==> config.mk <==
export PLATFORM = sky130hd
export DESIGN_NAME = issue_ctrl
export DESIGN_NICKNAME = d
export VERILOG_FILES = /design/src/hdl/conv3_pkg.sv /design/src/hdl/issue_ctrl.sv
export SDC_FILE = /design/constraint.sdc
export NUM_CORES = 1
export LEC_CHECK = 0
export BUFFER_PORTS_ARGS = -buffer_cell sky130_fd_sc_hd__buf_4
export CORE_AREA = 4 4 254 256
export DETAILED_ROUTE_END_ITERATION = 6
export DIE_AREA = 0 0 258 260
export GPL_ROUTABILITY_DRIVEN = 0
export GPL_TIMING_DRIVEN = 0
export SYNTH_ARGS = -nofsm -noshare
export SYNTH_HDL_FRONTEND = slang
export SYNTH_SLANG_ARGS = --single-unit
export TNS_END_PERCENT = 1
==> constraint.sdc <==
create_clock -name clk -period 1.6 [get_ports clk]
set_input_delay 0.32 -clock clk [delete_from_list [all_inputs] [get_ports clk]]
set_output_delay 0.32 -clock clk [all_outputs]
set_load 0.1 [all_outputs]
==> src/hdl/conv3_pkg.sv <==
package conv3_pkg;

	// ****************************************
	// layer dimensions
	// ****************************************
	localparam int N_IN  = 8;                     // input channels per vector
	localparam int N_OUT = 8;                     // output channels, one filter bank each
	localparam int TAPS  = 5;                     // window length of every filter

	// ****************************************
	// data types
	// ****************************************
	typedef logic signed [7:0]  act_t;            // one quantized activation
	typedef logic signed [7:0]  weight_t;         // one quantized filter weight
	typedef logic signed [18:0] dot_t;            // five 8x8 products never exceed 19 bits
	typedef logic signed [21:0] acc_t;            // headroom for summing eight dot products
	typedef logic signed [7:0]  out_t;            // saturated layer output
	typedef logic [2:0]         chan_t;           // output channel index 0 to 7

	// input channel j sits at [j] and tap t of that channel at [j][t]
	typedef act_t [N_IN-1:0][TAPS-1:0] in_vec_t;
	typedef out_t [N_OUT-1:0]          out_vec_t;  // output channel k at [k]
	typedef logic [N_OUT-1:0]          sat_mask_t; // bit k set when channel k clipped

	typedef enum logic {
		ST_IDLE,                                  // waiting for a vector and a result slot
		ST_RUN                                    // sweeping output channels of the head vector
	} issue_state_t;

	localparam out_t SAT_MAX = 8'sd127;           // the range is symmetric so -128 never appears
	localparam out_t SAT_MIN = -8'sd127;

	// ****************************************
	// trained filters of layer 3
	// ****************************************
	// indexed as [output channel][input channel], each entry lists tap 4 first and tap 0 last
	localparam weight_t [TAPS-1:0] conv3_weights [N_OUT][N_IN] = '{
		'{                                        // output channel 0
			'{-6, -88, -46, 22, -33},
			'{13, 65, -14, -37, -8},
			'{-27, -85, -74, -5, 40},
			'{95, 43, 27, -62, -79},
			'{59, 9, 23, 50, 4},
			'{31, 47, -10, 41, -2},
			'{-5, 36, -72, -13, -74},
			'{77, -6, 46, 54, -110}
		},
		'{                                        // output channel 1
			'{3, 24, 54, -71, 82},
			'{92, 1, 88, 102, 50},
			'{-21, 64, 83, -17, 23},
			'{-29, 87, -67, -44, 76},
			'{-61, 77, -25, 79, -43},
			'{53, -45, -67, 11, -28},
			'{-46, -55, -8, 88, -27},
			'{-26, -80, -16, 54, -33}
		},
		'{                                        // output channel 2
			'{31, -83, 44, 16, 62},
			'{-28, -26, -73, 13, -49},
			'{49, 73, 17, 93, -3},
			'{87, 41, 24, 52, 0},
			'{70, -41, 89, -49, 106},
			'{54, -41, -14, -65, -96},
			'{61, 48, 0, -20, 62},
			'{7, -16, -8, -22, 117}
		},
		'{                                        // output channel 3
			'{120, 57, -21, -3, 21},
			'{-41, 26, -28, -70, -7},
			'{-48, 5, 67, -79, -30},
			'{77, 73, -68, -90, -68},
			'{3, -53, -40, -46, -39},
			'{23, 7, -50, -82, -11},
			'{-40, 15, -46, 45, -26},
			'{2, 35, -69, -127, 56}
		},
		'{                                        // output channel 4
			'{-91, 31, -65, 37, -95},
			'{88, -69, -9, 67, 43},
			'{-31, 41, -22, -10, -38},
			'{21, -22, 63, 16, 88},
			'{79, -31, 51, 29, -86},
			'{16, -42, -48, 31, -15},
			'{-22, 89, -52, 60, -68},
			'{-60, 16, 88, 9, -25}
		},
		'{                                        // output channel 5
			'{65, 11, 45, 19, 56},
			'{-22, 40, 19, -22, 14},
			'{-60, 74, -33, 36, -74},
			'{79, 69, -64, 63, 36},
			'{15, -34, 15, -106, 49},
			'{49, 78, 59, -13, -42},
			'{-17, -58, -48, -69, -25},
			'{44, -67, 79, -69, -98}
		},
		'{                                        // output channel 6
			'{-25, -11, 6, 3, 67},
			'{-101, 74, 80, -46, 38},
			'{8, -8, -33, 36, -3},
			'{74, -57, 6, 63, 93},
			'{-77, -2, 87, 33, 11},
			'{-124, 47, -30, -77, 25},
			'{-44, -48, -77, 8, -36},
			'{-62, -60, -76, 3, -20}
		},
		'{                                        // output channel 7
			'{68, 49, -53, 2, 56},
			'{-97, -74, 28, -2, 51},
			'{29, 70, 39, 68, -48},
			'{-23, -54, 31, 14, 4},
			'{51, -91, 45, 14, -56},
			'{-64, -95, -71, 39, 83},
			'{-30, 74, -28, 51, -53},
			'{73, 67, -33, -58, 66}
		}
	};

endpackage

==> src/hdl/issue_ctrl.sv <==
`timescale 1ns/1ps

module issue_ctrl #(
	parameter int OUT_CREDITS = 2
) (
	input  logic               clk,
	input  logic               arst_n,
	input  logic               fifo_empty,
	input  conv3_pkg::in_vec_t head_data,
	output logic               pop,
	input  logic               out_credit,
	output logic               issue_valid,
	output conv3_pkg::chan_t   issue_chan,
	output conv3_pkg::in_vec_t issue_data
);
	import conv3_pkg::*;

	localparam int    CRD_W     = $clog2(OUT_CREDITS + 1);
	localparam chan_t LAST_CHAN = chan_t'(N_OUT - 1);

	issue_state_t     state;
	chan_t            chan_cnt;                   // channel issued this cycle, zero while idle
	logic [CRD_W-1:0] credit_cnt;                 // result slots still free at the sink
	logic             start;

	// channel 0 goes out in the same cycle the vector is accepted
	assign start       = (state == ST_IDLE) && !fifo_empty && (credit_cnt != '0);
	assign issue_valid = (state == ST_RUN) || start;
	assign issue_chan  = chan_cnt;
	assign issue_data  = head_data;               // the head stays put until the last channel
	assign pop         = (state == ST_RUN) && (chan_cnt == LAST_CHAN);

	always_ff @(posedge clk or negedge arst_n) begin
		if (!arst_n) begin
			state    <= ST_IDLE;
			chan_cnt <= '0;
		end else begin
			case (state)
				ST_IDLE: begin
					if (start) begin
						state    <= ST_RUN;
						chan_cnt <= chan_t'(1);   // channel 0 was issued on the way in
					end
				end
				ST_RUN: begin
					chan_cnt <= chan_cnt + 1'b1;  // wraps back to zero after the last channel
					if (chan_cnt == LAST_CHAN) state <= ST_IDLE;
				end
				default: state <= ST_IDLE;
			endcase
		end
	end

	always_ff @(posedge clk or negedge arst_n) begin
		if (!arst_n) begin
			credit_cnt <= CRD_W'(OUT_CREDITS);
		end else begin
			case ({start, out_credit})
				2'b10:   credit_cnt <= credit_cnt - 1'b1;   // one slot reserved per vector
				2'b01:   credit_cnt <= credit_cnt + 1'b1;   // the sink freed a slot
				default: credit_cnt <= credit_cnt;
			endcase
		end
	end

	// the sink never returns more slots than it was given
	a_credit_bound: assert property (@(posedge clk) disable iff (!arst_n)
		credit_cnt <= CRD_W'(OUT_CREDITS))
		else $error("output credit count above OUT_CREDITS");

	// a pop ends a full sweep that started seven cycles earlier on a live head
	a_pop_sweep: assert property (@(posedge clk) disable iff (!arst_n)
		pop |-> (state == ST_RUN) && (issue_chan == LAST_CHAN) && !fifo_empty
			&& $past(issue_valid, 7) && ($past(issue_chan, 7) == '0))
		else $error("pop outside a complete channel sweep");

endmodule

# Word level (Yosys, flattened, before mapping)
# Cells that the tools add are included.
# op_classes
n_bitwise,1
reduce_logical,7
n_eq_ne,4
add_sub_neg,3
muxes,6
# ops
cell,n
$pmux W3 S2,1
$pmux W2 S2,1
$reduce_bool A2 Y1,2
$add A3 B1 Y3 const B,1
$eq A3 B3 Y1 const B,1
$logic_and A1 B1 Y1,3
$mux W3,1
$add A2 B1 Y2 const B,1
$eq A2 B1 Y1 const B,1
$eq A2 B2 Y1 const B,1
$mux W1,2
$ne A2 B2 Y1 const B,1
$pmux W1 S2,1
$sub A2 B1 Y2 const B,1
$logic_not A1 Y1,1
$logic_or A1 B1 Y1,1
$not A1 Y1,1
# word_totals
out_inout_bits,325
regBits,6
in_bits,324
elab_cells,24

# Depth between registers and ports, before layout
# logic_depth
depth_word,5
mapped_depth,6
mapped_depth_nobuf,6

# Least setup slack after synthesis
# OpenSTA, ideal clock, no wires.
# synth_timing
path_kind,reg2out
start,register chan_cnt[1] (netlist: issue_chan[1])
end,output pop
required_time_ps,1280
setup_slack_ps,-823
n_path_buf,0
path_stages_with_launch,4
arrival_time_ps,2103
cell_sequence,dfrtp_1 -> ha_1 -> ha_1 -> and2_1
# synth_between
elab_chain_cells,2
# synth_lines
element,line,source
from (decl),issue_ctrl.sv:22,chan_t chan_cnt;
from (signal assigned),issue_ctrl.sv:42,chan_cnt <= chan_t'(1);
from (signal assigned),issue_ctrl.sv:46,chan_cnt <= chan_cnt + 1'b1;
$eq A3 B3 Y1,issue_ctrl.sv:31,assign pop = (state == ST_RUN) && (chan_cnt == LAST_CHAN);
$logic_and A1 B1 Y1,issue_ctrl.sv:31,
to (decl),issue_ctrl.sv:10,"output logic pop,"
# Every way passes these cells.

# Final worst setup path
# layout_timing
start,register chan_cnt[0] (netlist: issue_chan[0])
end,output pop
# The elaborated chain is that of the path after synthesis.

==> results.cfg <==
[status]
status = finished with violations
violations = setup timing

[cts]
cts_tree = built
cts_root_buf = clkbuf_16
clk-insertion-delay-late_ns = 0.23
cts-htree-levels = 1
path_clk_slew_ns = 0.04
clock-sinks = 6
clk_path_buf_depth = 2
cts_made_buffers = 3

[place]
hpwl_um = 19800
numPortBuffers = 328
placed_cell_area_um2 = 6250

[timing]
fin_crit_sh = 1.05
finalHoldViolCount = 0
rsz0062_at_grt = yes
layout_min_cycle_time_ns = 1.68
hold_ws_ns = 0.449
setup_ws_ns = -0.0782
setup_violations = 1
tightest_slew_ns = 0.353
clock.fmax_mhz = 596
skew_ns = 0.00455
relSlewSlack = 0.767
drv_slew = 0

[cells_and_area]
area_growth_pct = 137
final_common_cell = buf_4
multi_input_area_um2 = 176
nNetsFinal = 1010
fillCellCount = 7230
final_cell_mix = buf_4, nand2_1, o21ai_1, clkbuf_16
final_area_um2 = 6400
layout-drive-gt1-share = 0.977
register_area_um2 = 160

[worst_setup_path]
critical_path_buf_inv_count = 1
cp_cell_sequence = ha_4 -> ha_4 -> and2_4 -> buf_12
crit_fanout = 2
rr_startpoint = credit_cnt[1]
slowest_stage = dfrtp_4
crit_top_cell = ha_4
crit_path_start = issue_chan[0]
cp_num_cells = 4
cp-start-kind = register
arrival_ns = 1.36
slowest_delay_ns = 0.48
endpoint = pop
ff2ff_path_depth = 5
r2r_end = credit_cnt[1]
end_kind = output port
worst-setup-path-type = register to output port
worstPathRequired_ns = 1.28
path_delay_family = flip-flops
reg2reg_setup_slack_ns = 0.08

[die]
num_io_pins = 649
dieHeight_um = 260
core_area_um2 = 62500
dieArea_um2 = 67100
start_util = 0.0433
rows = 92
die_w_um = 258

[global_route]
grt_pass1_wl_um = 24100
grt_pass1_vias = 3075
grt_start_max_net_pins = 7
antenna_found_initial = 21
grt_use_total = 0.0517
gr-total-overflow = 0

[drt]
via_per_inst = 2.06
ant_nets = 0
wl_um = 20600
wire_per_inst_um = 13.4
first_pass_iters = 4
route.vias.total = 3157
drtIter0Drc = 54
drc = 0

[flow_run]
drv_cap = 0

[synthesis]
yosysWarnings = 0
postSynthAreaPerCell_um2 = 7.81
synth_seq_area_share = 0.0560
synth.distinct_cells = 15
ys_seq_elements = 6
synth_fp_nets = 673
synthesis.area_um2 = 2700
synth_top_area_share = 0.888
synth.area.top_cells = buf_4, dfrtp_1, ha_1
synthesis.instances = 346
synth_top_cell_by_area = buf_4

[power]
p_leak_nw = 3.31
total_power_mw = 6.13
vdd_drop_max_v = 0.000297
p_per_area_nw_per_um2 = 958

[worst_hold_path]
holdCritPathClass = input pin to asynchronous set/reset pin
[state kept, by name, summed over array words and instances, names as in the netlist]
name        count
issue_chan      3
credit_cnt      2
state           1
[layout make-up]
class | count | area share
diodes | 5 | 0.00196
clock buffers | 4 | 0.0123
repair buffers | 332 | 0.392
well taps | 846 | 0.165
multi-input cells | 19 | 0.0276
flip-flops and latches | 6 | 0.0250
inverters | 1 | 0.000587
plain buffers | 320 | 0.375
[stage by stage]
stage	setup WS (ns)	TNS, ns	cells	util
after floorplan	0.0202	0	346	-
after global placement	0.0588	0	1520	0.100
after detailed placement	0.0516	0	1520	0.100
after CTS	-0.0833	-0.0833	1527	0.102
after global routing	-0.102	-0.120	1529	0.102
final	-0.0782	-0.0782	1533	0.102
[per-layer routing]
layer  global-route usage  up-vias  routed length, um
met3               0.0437       42               4310
met5                    0        -                190
met1               0.0441     1301               5480
met4              0.00874       32                339
met2               0.0936      376              10300
li1                     -     1406                  -
[cells by family (layout without fill, tap and decap cells)]
group | after synthesis | count (layout) | synth area share
other | 0 | 5 | 0
buffers and inverters | 321 | 657 | 0.890
adders and majority gates | 3 | 3 | 0.0139
muxes | 1 | 1 | 0.00416
AOI/OAI and AO/OA | 4 | 4 | 0.0125
and+or+nand+nor | 8 | 8 | 0.0139
xor gates and xnor gates | 3 | 3 | 0.00972
DFF | 6 | 6 | 0.0560
[synth_stat cells]
| cell | n |
|---|---|
| xnor2_1 | 1 |
| buf_4 | 320 |
| mux2_2 | 1 |
| nand2_2 | 1 |
| nand2_1 | 4 |
| o21ai_1 | 3 |
| dfstp_2 | 1 |
| nand2b_1 | 1 |
| and2_1 | 1 |
| xor2_1 | 2 |
| ha_1 | 3 |
| inv_2 | 1 |
| dfrtp_1 | 5 |
| nor2_1 | 1 |
| o21bai_4 | 1 |
[how the worst min path moves through the flow]
stage                                to  slack [ns]  depth (start not counted)
after floorplan           credit_cnt[0]        0.02                          0
after global placement    credit_cnt[0]        0.13                          1
after detailed placement  credit_cnt[0]        0.13                          1
after CTS                 credit_cnt[0]        0.43                          3
after global routing      issue_chan[1]        0.46                          2
final                     issue_chan[1]        0.45                          2
[where the power goes]
group          total [mW]  internal (mW)  switching, mW
Sequential          0.363          0.262          0.101
Combinational        5.35           1.29           4.06
Clock               0.424          0.331         0.0925
[repair_timing]
item / CTS / global route
setup buffers: 2 / 1
gates resized for setup: 5 / 1
hold endpoints to repair: 5 / 0
hold buffers: 1 / 0
setup endpoints to repair: 1 / 2
pin swaps: 1 / 3
(Power assumes the default switching activity.)
