--- config.mk ---
export PLATFORM = sky130hd
export DESIGN_NAME = act_fifo
export DESIGN_NICKNAME = d
export VERILOG_FILES = /design/src/hdl/conv3_pkg.sv /design/src/hdl/act_fifo.sv
export SDC_FILE = /design/constraint.sdc
export NUM_CORES = 1
export LEC_CHECK = 0
export BUFFER_PORTS_ARGS = -buffer_cell sky130_fd_sc_hd__buf_2
export CAP_MARGIN = 20
export CORE_ASPECT_RATIO = 1.1
export CORE_UTILIZATION = 50
export CTS_CLUSTER_DIAMETER = 100
export DETAILED_ROUTE_END_ITERATION = 8
export PLACE_DENSITY = 0.74
export SYNTH_ARGS = -nofsm -noshare
export SYNTH_HDL_FRONTEND = slang
export SYNTH_SLANG_ARGS = --single-unit
--- constraint.sdc ---
create_clock -name clk -period 8.82 [get_ports clk]
set_input_delay 0.441 -clock clk [delete_from_list [all_inputs] [get_ports clk]]
set_output_delay 0.441 -clock clk [all_outputs]
set_load 0.03 [all_outputs]
--- src/hdl/conv3_pkg.sv ---
package conv3_pkg;

	// ****************************************
	// layer dimensions
	// ****************************************
	localparam int N_IN  = 8;                     // input channels per vector
	localparam int N_OUT = 8;                     // output channels, one filter bank each
	localparam int TAPS  = 5;                     // window length of every filter

	// ****************************************
	// data types
	// ****************************************
	typedef logic signed [7:0]  act_t;            // one quantized activation
	typedef logic signed [7:0]  weight_t;         // one quantized filter weight
	typedef logic signed [18:0] dot_t;            // five 8x8 products never exceed 19 bits
	typedef logic signed [21:0] acc_t;            // headroom for summing eight dot products
	typedef logic signed [7:0]  out_t;            // saturated layer output
	typedef logic [2:0]         chan_t;           // output channel index 0 to 7

	// input channel j sits at [j] and tap t of that channel at [j][t]
	typedef act_t [N_IN-1:0][TAPS-1:0] in_vec_t;
	typedef out_t [N_OUT-1:0]          out_vec_t;  // output channel k at [k]
	typedef logic [N_OUT-1:0]          sat_mask_t; // bit k set when channel k clipped

	typedef enum logic {
		ST_IDLE,                                  // waiting for a vector and a result slot
		ST_RUN                                    // sweeping output channels of the head vector
	} issue_state_t;

	localparam out_t SAT_MAX = 8'sd127;           // the range is symmetric so -128 never appears
	localparam out_t SAT_MIN = -8'sd127;

	// ****************************************
	// trained filters of layer 3
	// ****************************************
	// indexed as [output channel][input channel], each entry lists tap 4 first and tap 0 last
	localparam weight_t [TAPS-1:0] conv3_weights [N_OUT][N_IN] = '{
		'{                                        // output channel 0
			'{-6, -88, -46, 22, -33},
			'{13, 65, -14, -37, -8},
			'{-27, -85, -74, -5, 40},
			'{95, 43, 27, -62, -79},
			'{59, 9, 23, 50, 4},
			'{31, 47, -10, 41, -2},
			'{-5, 36, -72, -13, -74},
			'{77, -6, 46, 54, -110}
		},
		'{                                        // output channel 1
			'{3, 24, 54, -71, 82},
			'{92, 1, 88, 102, 50},
			'{-21, 64, 83, -17, 23},
			'{-29, 87, -67, -44, 76},
			'{-61, 77, -25, 79, -43},
			'{53, -45, -67, 11, -28},
			'{-46, -55, -8, 88, -27},
			'{-26, -80, -16, 54, -33}
		},
		'{                                        // output channel 2
			'{31, -83, 44, 16, 62},
			'{-28, -26, -73, 13, -49},
			'{49, 73, 17, 93, -3},
			'{87, 41, 24, 52, 0},
			'{70, -41, 89, -49, 106},
			'{54, -41, -14, -65, -96},
			'{61, 48, 0, -20, 62},
			'{7, -16, -8, -22, 117}
		},
		'{                                        // output channel 3
			'{120, 57, -21, -3, 21},
			'{-41, 26, -28, -70, -7},
			'{-48, 5, 67, -79, -30},
			'{77, 73, -68, -90, -68},
			'{3, -53, -40, -46, -39},
			'{23, 7, -50, -82, -11},
			'{-40, 15, -46, 45, -26},
			'{2, 35, -69, -127, 56}
		},
		'{                                        // output channel 4
			'{-91, 31, -65, 37, -95},
			'{88, -69, -9, 67, 43},
			'{-31, 41, -22, -10, -38},
			'{21, -22, 63, 16, 88},
			'{79, -31, 51, 29, -86},
			'{16, -42, -48, 31, -15},
			'{-22, 89, -52, 60, -68},
			'{-60, 16, 88, 9, -25}
		},
		'{                                        // output channel 5
			'{65, 11, 45, 19, 56},
			'{-22, 40, 19, -22, 14},
			'{-60, 74, -33, 36, -74},
			'{79, 69, -64, 63, 36},
			'{15, -34, 15, -106, 49},
			'{49, 78, 59, -13, -42},
			'{-17, -58, -48, -69, -25},
			'{44, -67, 79, -69, -98}
		},
		'{                                        // output channel 6
			'{-25, -11, 6, 3, 67},
			'{-101, 74, 80, -46, 38},
			'{8, -8, -33, 36, -3},
			'{74, -57, 6, 63, 93},
			'{-77, -2, 87, 33, 11},
			'{-124, 47, -30, -77, 25},
			'{-44, -48, -77, 8, -36},
			'{-62, -60, -76, 3, -20}
		},
		'{                                        // output channel 7
			'{68, 49, -53, 2, 56},
			'{-97, -74, 28, -2, 51},
			'{29, 70, 39, 68, -48},
			'{-23, -54, 31, 14, 4},
			'{51, -91, 45, 14, -56},
			'{-64, -95, -71, 39, 83},
			'{-30, 74, -28, 51, -53},
			'{73, 67, -33, -58, 66}
		}
	};

endpackage

--- src/hdl/act_fifo.sv ---
`timescale 1ns/1ps

module act_fifo #(
	parameter int IN_DEPTH = 4
) (
	input  logic               clk,
	input  logic               arst_n,
	input  logic               in_valid,
	input  conv3_pkg::in_vec_t in_data,
	input  logic               pop,
	output conv3_pkg::in_vec_t head_data,
	output logic               fifo_empty,
	output logic               in_credit
);
	import conv3_pkg::*;

	localparam int PTR_W = (IN_DEPTH > 1) ? $clog2(IN_DEPTH) : 1;
	localparam int CNT_W = $clog2(IN_DEPTH + 1);

	in_vec_t          mem [IN_DEPTH];              // whole vectors, one per slot
	logic [PTR_W-1:0] wr_ptr;
	logic [PTR_W-1:0] rd_ptr;
	logic [CNT_W-1:0] count;                       // slots currently holding a vector
	logic             full;

	// wraps explicitly so depths that are not a power of two work too
	function automatic logic [PTR_W-1:0] next_ptr(input logic [PTR_W-1:0] ptr);
		return (ptr == PTR_W'(IN_DEPTH - 1)) ? '0 : ptr + 1'b1;
	endfunction

	assign fifo_empty = (count == '0);
	assign full       = (count == CNT_W'(IN_DEPTH));
	assign head_data  = mem[rd_ptr];              // head is visible without a read strobe

	always_ff @(posedge clk) begin
		if (in_valid) begin
			mem[wr_ptr] <= in_data;               // the source only writes while it holds a credit
		end
	end

	always_ff @(posedge clk or negedge arst_n) begin
		if (!arst_n) begin
			wr_ptr    <= '0;
			rd_ptr    <= '0;
			count     <= '0;
			in_credit <= 1'b0;
		end else begin
			if (in_valid) wr_ptr <= next_ptr(wr_ptr);
			if (pop) rd_ptr <= next_ptr(rd_ptr);
			case ({in_valid, pop})
				2'b10:   count <= count + 1'b1;
				2'b01:   count <= count - 1'b1;
				default: count <= count;          // both or neither leave the fill level alone
			endcase
			in_credit <= pop;                     // a freed slot goes back to the source next cycle
		end
	end

	// the source must never outrun the credits it was given
	a_no_overflow: assert property (@(posedge clk) disable iff (!arst_n)
		in_valid |-> !full)
		else $error("act_fifo written while full");

endmodule

; ---- After elaboration in Yosys (flattened, before gate mapping)
; Memory sizes are Yosys's and may differ from the RTL's.
; Cells that the tools add are included.
[word_totals]
wordCells = 20
romBits = 0
out_inout_bits = 322
ramBits = 1280
ff_bits = 8
inputBits = 324
latch_bits = 0
mem_count = 1
[memory_table]
columns = memory, words, width, read_ports, rd_clocked_by_memory_dff, write_ports, line_no
row1 = mem, 4, 320, 1, 0, 1, act_fifo.sv:20  ; in_vec_t mem [IN_DEPTH];
[op_classes]
add_sub_neg = 4
n_reduce_logical = 2
shifts = 0
bitwise = 0
multipliers = 0
n_eq_ne = 4
div = 0
magnitude_cmp = 0
muxes = 5
[ops]
columns = operator, n
row1 = $eq 2x2->1 const B, 3
row2 = $pmux 3 s2, 1
row3 = $add 2x1->2 const B, 2
row4 = $mux 2, 2
row5 = $add 3x1->3 const B, 1
row6 = $logic_not 3->1, 1
row7 = $sub 3x1->3 const B, 1
row8 = $eq 2x1->1 const B, 1
row9 = $mux 1, 2
row10 = $reduce_bool 2->1, 1

; ---- Logic depth before layout (Yosys ltp)
[logic_depth]
ltp_word = 2
mapped_depth = 7

; ---- Worst setup path before layout
; Ideal clock, no wire load.
[synth_timing]
path_kind = register to register
startpoint = register wr_ptr[0]
endpoint = memory mem[0][0] (netlist bit), enable pin
t_arrival_ns = 7.853
stages_incl_launch_ff = 4
slack_ns = 0.246
period_less_slack_ns = 8.574
path_cell_list = dfrtp_1 -> inv_1 -> ha_1 -> and2_1
[synth_lines]
columns = item, line_no
row1 = from (decl), act_fifo.sv:21  ; logic [PTR_W-1:0] wr_ptr;
row2 = from (signal assigned), act_fifo.sv:48  ; if (in_valid) wr_ptr <= next_ptr(wr_ptr);
row3 = to (decl), act_fifo.sv:20
; No word-level cell before the write port.

==> flow_summary.yaml <==
critical_path:
  crit_fanout: 98
  cp_cell_sequence: "buf_4 -> buf_12 -> mux4_2 -> buf_2"
  slowest_delay_ns: 0.84
  critPathBufInv: 3
  cp-start-kind: "flip-flop"
  cp_top_family: "buffers and inverters"
  cp.arrival_ns: 4.01
  required_ns: 8.38
  critPathKind: "flip-flop to primary output"
  crit_path_end_kind: "primary output"
  worst_path_max_delay_cell: "dfrtp_4"
detailed_routing:
  first_iter_violations: 1717
  route.vias.total: 22500
  vias_per_cell: 5.49
  antenna_left: 0
  wire_per_inst_um: 24.7
  drc: 0
  totalWireLength_mm: 101
  dr.pass1.iters: 5
placement:
  port-buffer-count: 645
  hpwl_mm: 57.2
  pre_cts_ws_ns: 5.04
  place_area_sq_um: 51200
  place.gp.congestion: 0.761
finish:
  fin_nets: 3075
  fillerInstances: 6009
  final_area_sq_um: 58300
  drive_above_1_share_pct: 40.9
  syn_to_final_growth_pct: 25.0
timing:
  setup_violations: 0
  post-route-min-period_ns: 4.45
  final.setup_skew_ns: 0.0501
  finalSetupTns_ns: 0
  rsz0062_at_grt: "no"
  worstMarginPinSlew_ns: 1.21
  maxSlewHeadroom_pct: 19.3
  hold_viol: 0
  slew_viol_final: 0
  max_freq_ghz: 0.225
  fin_ws_ns: 4.37
  period_share_pct: 50.5
floorplanning:
  initial_core_util_pct: 50.4
  fp.coreArea_sq_um: 92500
  die_h_um: 322
  dieArea_sq_um: 94500
  fp.dieW_um: 293
  std_cell_rows: 117
  ios: 646
logic_synthesis:
  ys_seq_area_share_pct: 82.9
  syn-cell-area_sq_um: 46600
  ys_ff_latch: 1288
  ys_types: 19
  synthCells: 1710
  synth_warnings: 0
  syn-num-nets: 2041
  syn_area_per_cell_sq_um: 27.3
clock_network:
  clock_sinks: 1288
  root_buffer: "clkbuf_16"
  cts.reportedPaths.clkPinSlew_ns: 0.07
  htreeDepth: 3
  cts_tree: "done"
  cts_buffers: 119
  insertion_delay_ns: 0.70
  clock_path_buffers: 3
pwr:
  vdd_drop_max_v: 0.000328
  power_density_nw_per_um2: 341
  cellLeakagePower_nw: 19.9
grt:
  grt-ovfl-total: 0
  antenna_found_initial: 13
  grt_pass1_wl_mm: 148
  grt_usage_pct: 21.2
  grt_pass1_vias: 24100
  grt_max_degree: 149
flow_run:
  timing.max_cap.violations: 0
hold_path:
  hp-class: "input port to async pin"
status:
  status: "finished, final reports clean"
## registers in the layout (all words and copies together), names as in the netlist
| name | cells |
|---|---|
| count | 3 |
| wr_ptr | 2 |
| in_credit | 1 |
| mem | 1280 |
| rd_ptr | 2 |
## stage by stage
stage | util, % | instances | total power, mW | hold WS (ns)
after floorplan | - | 1710 | 13.3 | 0.145
after global placement | 55.3 | 3549 | 14.7 | 0.295
after detailed placement | 55.3 | 3549 | 14.8 | 0.297
after CTS | 63.0 | 4093 | 19.9 | 0.0859
after global routing | 63.0 | 4098 | 20.6 | 0.0970
final | 63.0 | 4102 | 19.9 | 0.115
## cells by family (layout without fill, tap and decap cells)
| kind of cell | Yosys count | count (layout) | share of synthesized area (%) |
|---|---|---|---|
| buf+inv | 78 | 1212 | 1.24 |
| mux | 323 | 323 | 15.5 |
| other cells | 0 | 9 | 0 |
| fa+ha+maj | 7 | 7 | 0.204 |
| compound gates | 2 | 2 | 0.0215 |
| flops | 1288 | 1288 | 82.9 |
| xor+xnor | 3 | 3 | 0.0564 |
| simple gates | 9 | 9 | 0.102 |
## layer usage
metal  up-vias  GRT usage, %  share of wire, %
met5         -             0             0.095
li1       9554             -                 -
met2      1052          35.9                52
met4        14          8.13               3.5
met3       214          6.66               9.2
met1     11700          25.4                35
## worst register-to-register path: cells and delay by family, from the launching register on
kind	cells	cell delay, ns
adders and majority gates	1	0.16
buffers and inverters	3	1.80
and+or+nand+nor	1	0.44
DFF	1	0.41
## report_power, final
group / internal (mW) / leakage, nW / switching, mW / total, mW
Clock: 2.86 / 1.90 / 2.20 / 5.07
Combinational: 2.35 / 6.16 / 4.30 / 6.65
Sequential: 7.85 / 11.8 / 0.316 / 8.16
Total: 13.1 / 19.9 / 6.82 / 19.9
## cells in the final DEF, fill, tap and decap left out, types with 2 or more instances in the layout
cell type / n
dfrtp_4: 2
clkinv_1: 29
nor2_1: 2
mux4_2: 320
buf_12: 11
clkinv_16: 3
o21ai_0: 2
inv_6: 3
clkbuf_1: 20
dfrtp_1: 6
and2_4: 4
ha_1: 6
buf_4: 6
clkbuf_16: 121
clkinvlp_4: 3
bufinv_16: 11
clkinv_2: 24
xor2_1: 2
mux2_2: 2
clkinv_4: 3
diode_2: 9
buf_2: 645
dlygate4sd3_1: 323
inv_1: 6
clkbuf_8: 3
edfxtp_1: 1280
## synth_stat cells
cell      number  share of area (%)
nand2_1        1             0.0080
mux2i_1        1              0.021
nor3_1         1              0.011
xnor2_1        1              0.019
buf_2         35               0.38
dfrtp_1        8               0.43
o21ai_0        2              0.021
mux2_2         2              0.048
clkbuf_1       5              0.040
or3_1          1              0.013
inv_1          6              0.048
edfxtp_1    1280                 82
ha_1           6               0.16
and2_1         4              0.054
nor2_1         2              0.016
fa_1           1              0.043
mux4_2       320                 15
buf_6         32               0.77
xor2_1         2              0.038
## final timing paths
path                           start             end  slack [ns]  cells after the start
hold reg to reg             count[2]        count[2]        0.51                      1
max in group asynchronous     arst_n       rd_ptr[0]        8.50                      2
setup / recovery           rd_ptr[0]  head_data[180]        4.37                      4
hold / removal                arst_n       in_credit        0.11                      2
setup reg to reg           wr_ptr[0]     mem[0][113]        5.58                      5
min in group clk                 pop       in_credit        0.47                      2
## timing repair
item,CTS,global route
gates resized for setup,0,0
hold buffers,323,0
buffers inserted,0,0
hold endpoints to repair,1290,0
## area by class of cell
| class | count | area (sq um) | area share [%] |
|---|---|---|---|
| diodes | 9 | 22.5 | 0.0386 |
| clock buffers | 144 | 3140 | 5.39 |
| clock inverters | 77 | 744 | 1.28 |
| inverters | 6 | 22.5 | 0.0386 |
| multi-input cells | 344 | 7430 | 12.7 |
| flip-flops and latches | 1288 | 38600 | 66.3 |
| well taps | 1249 | 1560 | 2.68 |
| repair buffers | 985 | 6730 | 11.5 |
No activity file was read; power rests on OpenSTA's default activity.
