File: src/hdl/conv3_pkg.sv
package conv3_pkg;

	// ****************************************
	// layer dimensions
	// ****************************************
	localparam int N_IN  = 8;                     // input channels per vector
	localparam int N_OUT = 8;                     // output channels, one filter bank each
	localparam int TAPS  = 5;                     // window length of every filter

	// ****************************************
	// data types
	// ****************************************
	typedef logic signed [7:0]  act_t;            // one quantized activation
	typedef logic signed [7:0]  weight_t;         // one quantized filter weight
	typedef logic signed [18:0] dot_t;            // five 8x8 products never exceed 19 bits
	typedef logic signed [21:0] acc_t;            // headroom for summing eight dot products
	typedef logic signed [7:0]  out_t;            // saturated layer output
	typedef logic [2:0]         chan_t;           // output channel index 0 to 7

	// input channel j sits at [j] and tap t of that channel at [j][t]
	typedef act_t [N_IN-1:0][TAPS-1:0] in_vec_t;
	typedef out_t [N_OUT-1:0]          out_vec_t;  // output channel k at [k]
	typedef logic [N_OUT-1:0]          sat_mask_t; // bit k set when channel k clipped

	typedef enum logic {
		ST_IDLE,                                  // waiting for a vector and a result slot
		ST_RUN                                    // sweeping output channels of the head vector
	} issue_state_t;

	localparam out_t SAT_MAX = 8'sd127;           // the range is symmetric so -128 never appears
	localparam out_t SAT_MIN = -8'sd127;

	// ****************************************
	// trained filters of layer 3
	// ****************************************
	// indexed as [output channel][input channel], each entry lists tap 4 first and tap 0 last
	localparam weight_t [TAPS-1:0] conv3_weights [N_OUT][N_IN] = '{
		'{                                        // output channel 0
			'{-6, -88, -46, 22, -33},
			'{13, 65, -14, -37, -8},
			'{-27, -85, -74, -5, 40},
			'{95, 43, 27, -62, -79},
			'{59, 9, 23, 50, 4},
			'{31, 47, -10, 41, -2},
			'{-5, 36, -72, -13, -74},
			'{77, -6, 46, 54, -110}
		},
		'{                                        // output channel 1
			'{3, 24, 54, -71, 82},
			'{92, 1, 88, 102, 50},
			'{-21, 64, 83, -17, 23},
			'{-29, 87, -67, -44, 76},
			'{-61, 77, -25, 79, -43},
			'{53, -45, -67, 11, -28},
			'{-46, -55, -8, 88, -27},
			'{-26, -80, -16, 54, -33}
		},
		'{                                        // output channel 2
			'{31, -83, 44, 16, 62},
			'{-28, -26, -73, 13, -49},
			'{49, 73, 17, 93, -3},
			'{87, 41, 24, 52, 0},
			'{70, -41, 89, -49, 106},
			'{54, -41, -14, -65, -96},
			'{61, 48, 0, -20, 62},
			'{7, -16, -8, -22, 117}
		},
		'{                                        // output channel 3
			'{120, 57, -21, -3, 21},
			'{-41, 26, -28, -70, -7},
			'{-48, 5, 67, -79, -30},
			'{77, 73, -68, -90, -68},
			'{3, -53, -40, -46, -39},
			'{23, 7, -50, -82, -11},
			'{-40, 15, -46, 45, -26},
			'{2, 35, -69, -127, 56}
		},
		'{                                        // output channel 4
			'{-91, 31, -65, 37, -95},
			'{88, -69, -9, 67, 43},
			'{-31, 41, -22, -10, -38},
			'{21, -22, 63, 16, 88},
			'{79, -31, 51, 29, -86},
			'{16, -42, -48, 31, -15},
			'{-22, 89, -52, 60, -68},
			'{-60, 16, 88, 9, -25}
		},
		'{                                        // output channel 5
			'{65, 11, 45, 19, 56},
			'{-22, 40, 19, -22, 14},
			'{-60, 74, -33, 36, -74},
			'{79, 69, -64, 63, 36},
			'{15, -34, 15, -106, 49},
			'{49, 78, 59, -13, -42},
			'{-17, -58, -48, -69, -25},
			'{44, -67, 79, -69, -98}
		},
		'{                                        // output channel 6
			'{-25, -11, 6, 3, 67},
			'{-101, 74, 80, -46, 38},
			'{8, -8, -33, 36, -3},
			'{74, -57, 6, 63, 93},
			'{-77, -2, 87, 33, 11},
			'{-124, 47, -30, -77, 25},
			'{-44, -48, -77, 8, -36},
			'{-62, -60, -76, 3, -20}
		},
		'{                                        // output channel 7
			'{68, 49, -53, 2, 56},
			'{-97, -74, 28, -2, 51},
			'{29, 70, 39, 68, -48},
			'{-23, -54, 31, 14, 4},
			'{51, -91, 45, 14, -56},
			'{-64, -95, -71, 39, 83},
			'{-30, 74, -28, 51, -53},
			'{73, 67, -33, -58, 66}
		}
	};

endpackage

File: src/hdl/conv_result_if.sv
`timescale 1ns/1ps

// one finished output channel per beat, in issue order
interface conv_result_if;
	import conv3_pkg::*;

	logic  valid;                                 // a result is present this cycle
	chan_t chan;                                  // output channel the value belongs to
	out_t  value;                                 // saturated channel result
	logic  sat;                                   // the value was clipped to a limit

	// no ready signal since the output credit has already reserved room
	modport producer (
		output valid, chan, value, sat
	);

	modport consumer (
		input valid, chan, value, sat
	);

endinterface

File: src/hdl/result_packer.sv
`timescale 1ns/1ps

module result_packer (
	input  logic                 clk,
	input  logic                 arst_n,
	conv_result_if.consumer      res,
	output logic                 out_valid,
	output conv3_pkg::out_vec_t  out_data,
	output conv3_pkg::sat_mask_t out_sat
);
	import conv3_pkg::*;

	localparam chan_t LAST_CHAN = chan_t'(N_OUT - 1);

	// slots are overwritten in place, channel 0 of the next vector lands one cycle
	// after out_valid so the presented vector is still whole on that cycle
	always_ff @(posedge clk) begin
		if (res.valid) begin
			out_data[res.chan] <= res.value;
		end
	end

	always_ff @(posedge clk or negedge arst_n) begin
		if (!arst_n) begin
			out_valid <= 1'b0;
			out_sat   <= '0;
		end else begin
			out_valid <= res.valid && (res.chan == LAST_CHAN);   // single beat per vector
			if (res.valid) begin
				for (int k = 0; k < N_OUT; k++) begin
					if (chan_t'(k) == res.chan) out_sat[k] <= res.sat;
					else if (res.chan == '0) out_sat[k] <= 1'b0;   // a new vector starts clean
				end
			end
		end
	end

endmodule

File: src/flat_wrapper.sv
// flat-port wrapper written by rule: the top's interface ports become plain ports
module result_packer_flat import conv3_pkg::*;
  (clk, arst_n, out_valid, out_data, out_sat, res_valid, res_chan, res_value, res_sat);
  conv_result_if res_i ();
  input  logic clk;
  input  logic arst_n;
  output logic out_valid;
  output conv3_pkg::out_vec_t out_data;
  output conv3_pkg::sat_mask_t out_sat;
  input wire logic [$bits(res_i.valid)-1:0] res_valid;
  input wire logic [$bits(res_i.chan)-1:0] res_chan;
  input wire logic [$bits(res_i.value)-1:0] res_value;
  input wire logic [$bits(res_i.sat)-1:0] res_sat;
  assign res_i.valid = res_valid;
  assign res_i.chan = res_chan;
  assign res_i.value = res_value;
  assign res_i.sat = res_sat;
  result_packer u_core (.clk(clk), .arst_n(arst_n), .res(res_i), .out_valid(out_valid), .out_data(out_data), .out_sat(out_sat));
endmodule
File: config.mk
export PLATFORM = sky130hd
export DESIGN_NAME = result_packer_flat
export DESIGN_NICKNAME = d
export VERILOG_FILES = /design/src/hdl/conv3_pkg.sv /design/src/hdl/conv_result_if.sv /design/src/hdl/result_packer.sv /design/src/flat_wrapper.sv
export SDC_FILE = /design/constraint.sdc
export NUM_CORES = 1
export LEC_CHECK = 0
export BUFFER_PORTS_ARGS = -buffer_cell sky130_fd_sc_hd__buf_2
export CORE_MARGIN = 2
export CORE_UTILIZATION = 54
export CTS_BUF_LIST = sky130_fd_sc_hd__clkbuf_2 sky130_fd_sc_hd__clkbuf_4 sky130_fd_sc_hd__clkbuf_8
export DETAILED_ROUTE_END_ITERATION = 16
export PLACE_DENSITY = 0.86
export SYNTH_ARGS = -nofsm -noshare
export SYNTH_HDL_FRONTEND = slang
export SYNTH_SLANG_ARGS = --single-unit
File: constraint.sdc
create_clock -name clk -period 1.68 [get_ports clk]
set_input_delay 0.252 -clock clk [delete_from_list [all_inputs] [get_ports clk]]
set_output_delay 0.252 -clock clk [all_outputs]
set_load 0.02 [all_outputs]
Word level (Yosys, flattened, before mapping)

Index checks and enable logic that the tools add are counted.

Magnitude comparators: 2
Eq/ne operators: 8
Multiplexer cells: 11
Reductions and logical operators: 18

Operator list:

| cell                                                | number |
|---|---|
| bitwise mux 64 bit                                  | 1 |
| demux 8 bit (select 3 bit)                          | 1 |
| AND reduction 2 bit                                 | 8 |
| nonzero test 2 bit                                  | 7 |
| equality test 3 bit, first input constant           | 4 |
| 2-to-1 mux 1 bit                                    | 8 |
| 2-to-1 mux 8 bit                                    | 1 |
| equality test 2 x 3 -> 1 bit, first input constant  | 2 |
| < comparator 3 x 4 -> 1 bit, second input constant  | 1 |
| equality test 1 x 3 -> 1 bit, first input constant  | 1 |
| equality test 3 bit, second input constant          | 1 |
| >= comparator 3 x 1 -> 1 bit, second input constant | 1 |
| zero test 3 bit                                     | 1 |
| logical AND 1 bit                                   | 2 |

Register bits: 73
Output and inout bits: 73

Longest topological paths before layout

Word-level depth: 5
Depth in mapped cells: 4

Worst setup path after synthesis

OpenSTA, ideal clock, no wires.

Path kind: input -> register
Start: input port res_chan[1]
End: register u_core.out_data[10] (netlist name) (enable)
Library setup time: 0.383 ns
Arrival time: 1.057 ns
Data required time: 1.297 ns
Setup slack: 0.240 ns
Stages on the path: 2
Buffers on the path: 1
Cells stage by stage: buf_2 nor3_1

RTL lines:

| what                            | line                | source |
|---|---|---|
| from (decl)                     | flat_wrapper.sv:11  | `input wire logic [$bits(res_i.chan)-1:0] res_chan;` |
| to (signal, indexed assignment) | result_packer.sv:19 | `out_data[res.chan] <= res.value;` |
| to (decl)                       | result_packer.sv:8  | `output conv3_pkg::out_vec_t out_data,` |

Final worst setup path

Start: register u_core.out_data[48] (netlist name)
End: output port out_data[48] (netlist name)

RTL lines:

| what      | line              | source |
|---|---|---|
| to (decl) | flat_wrapper.sv:8 | `output conv3_pkg::out_vec_t out_data;` |

No word-level cell between the ends.

==> results.sh <==
export IMPL_setup_tns_ns=0
export IMPL_hold_start="res_value[4]"
export IMPL_whs_ns=0.181
export IMPL_postCtsHoldBufs=1
export IMPL_synth_distinct_cells=21
export IMPL_max_stage_delay_ns=0.41
export IMPL_ant_nets=0
export IMPL_cp_data_required_time_ns=1.43
export IMPL_timing_rr_start="u_core.out_sat[6]"
export IMPL_dieWidth_um=71.0
export IMPL_leakage_nw=1.33
export IMPL_yosysTopAreaCell="edfxtp_1"
export IMPL_setup_viol=0
export IMPL_ys_ff_latch=73
export IMPL_netlist_area_leader_share_pct=79.3
export IMPL_placedInstanceArea_um2=2980
export IMPL_place_worst_setup_slack_ns=0.270
export IMPL_finalCriticalPeriod_ns=1.17
export IMPL_rows=24
export IMPL_crit_fanout=1
export IMPL_core_area_um2=4350
export IMPL_synth_cells=121
export IMPL_wl_um=4900
export IMPL_cap_violations=0
export IMPL_grt_setup_unrepaired="no"
export IMPL_pin_count=88
export IMPL_startpoint="u_core.out_data[48]"
export IMPL_crit_path_start_kind="flop"
export IMPL_antenna_diode_count=0
export IMPL_cp_top_family="flip-flops"
export IMPL_syn_cell_area_um2=2420
export IMPL_antenna_found_initial=0
export IMPL_cts_setup_buffers=0
export IMPL_area_growth_pct=33.7
export IMPL_clk_latency_ns=0.34
export IMPL_status="complete, no violations"
export IMPL_syn_area_per_cell_um2=20.0
export IMPL_grt_max_degree=15
export IMPL_dpl_hpwl_um=3320
export IMPL_cts_buffers=9
export IMPL_start_util_pct=55.7
export IMPL_utilization_pct=74.5
export IMPL_finalNetCount=241
export IMPL_drive_gt1_share_pct=48.9
export IMPL_grt_ovfl_total=0
export IMPL_ys_seq_area_share_pct=88.5
export IMPL_ir_drop_uv=680
export IMPL_clock_fmax_mhz=852
export IMPL_worstMarginPinSlew_ns=0.374
export IMPL_clkSinkCount=73
export IMPL_drc=0
export IMPL_grt_pass1_vias=1373
export IMPL_yosysWarnings=0
export IMPL_die_area_um2=5040
export IMPL_crit_chain="buf_2"
export IMPL_finalInstanceArea_um2=3240
export IMPL_cts_root_buf="clkbuf_8"
export IMPL_dr_pass1_iters=4
export IMPL_post_route_period_util_pct=69.8
export IMPL_finalHoldViolCount=0
export IMPL_slowest_stage="edfxtp_1"
export IMPL_critPathKind="reg -> out"
export IMPL_skew_ns=0
export IMPL_h_tree_depth=3
export IMPL_cts_tree="done"
export IMPL_gp_congestion=0.853
export IMPL_avgRoutedWirePerCell_um=17.3
export IMPL_yosys_top_cells_area="edfxtp_1 79%, dfrtp_1 9.3%, nand2_1 1.1%"
export IMPL_io_buffer_count=87
export IMPL_drt_iter0_drc=89
export IMPL_vias=1463
export IMPL_arrival_ns=0.92
export IMPL_via_per_inst=5.17
export IMPL_hold_class="in -> reg"
export IMPL_cts_resized=0
export IMPL_relSlewSlack_pct=75.0
export IMPL_syn_num_nets=136
export IMPL_report_final_slew_viol_count=0
export IMPL_grt_pass1_wl_um=7310
export IMPL_clk_pin_slew_worst_paths_ns=0.07
export IMPL_die_h_um=71.0
export IMPL_clockBufferDepth=2
export IMPL_grt_use_total_pct=20.3
export IMPL_crit_buf_inv=1
export IMPL_power_density_nw_per_um2=1290
export IMPL_worst_slack_ns=0.507
export IMPL_cp_end_kind="primary output"
==> placed cells by master, fill, tap and decap left out, types with 4 or more instances in the layout <==
| master | instances |
|---|---|
| bufinv_16 | 4 |
| nand2b_1 | 4 |
| dfrtp_1 | 9 |
| inv_1 | 5 |
| clkbuf_8 | 9 |
| nor2_1 | 7 |
| buf_2 | 87 |
| edfxtp_1 | 64 |
| nand2_1 | 7 |
| buf_4 | 9 |
==> sequential cells by signal, indices dropped and copies added (netlist names) <==
register          flops
u_core.out_sat        8
u_core.out_data      64
u_core.out_valid      1
==> synth_stat cells, drive strengths merged <==
master   instances
edfxtp          64
dfrtp            9
nand2            7
nor2             7
inv              5
nand2b           4
nor3             4
buf              3
o21ai            3
o22ai            3
a21oi            2
a22o             2
o31ai            2
a211o            1
a31oi            1
mux2             1
nand3            1
o2bb2ai          1
or3b             1
==> logic make-up (layout without fill, tap and decap cells) <==
group / after synthesis / in the layout / share of synthesized area (%)
compound gates: 15 / 15 / 4.13
flops: 73 / 73 / 88.5
buf+inv: 8 / 118 / 1.65
mux: 1 / 1 / 0.619
simple gates: 24 / 24 / 5.06
==> metrics by stage <==
| step | power, mW | cells |
|---|---|---|
| final | 4.17 | 283 |
| after global routing | 4.29 | 283 |
| after CTS | 4.19 | 283 |
| after detailed placement | 2.48 | 266 |
| after global placement | 2.48 | 266 |
| after floorplan | 2.33 | 121 |
==> report_power, final <==
part           internal (mW)  total, mW  switching, mW
logic                  0.115      0.348          0.233
clock network           1.12       1.73          0.603
registers               2.06       2.10         0.0366
total                   3.30       4.17          0.872
==> final timing paths <==
kind	to	slack [ns]	cells past startpoint
min	u_core.out_data[4]	0.18	1
max	out_data[48]	0.51	1
min in group asynchronous	u_core.out_sat[1]	0.30	2
max in group asynchronous	u_core.out_sat[6]	1.19	2
max reg2reg	u_core.out_sat[6]	0.80	3
min reg2reg	u_core.out_sat[1]	0.48	2
==> layout make-up <==
cell class | count | area (um^2)
tap | 52 | 65.1
clock inverter | 7 | 133
timing repair buffer | 97 | 513
inverter | 5 | 18.8
sequential | 73 | 2150
fill | 250 | 1110
multi-input combinational | 40 | 243
clock buffer | 9 | 124
==> routing by layer <==
layer,vias to the layer above,global-route usage [%],share of wire [%]
li1,671,-,-
met3,7,7.41,8.4
met5,-,0,0
met1,702,26.7,42
met4,0,7.55,1.3
met2,83,31.6,48
Note: power is estimated with default switching activity, not from simulation.
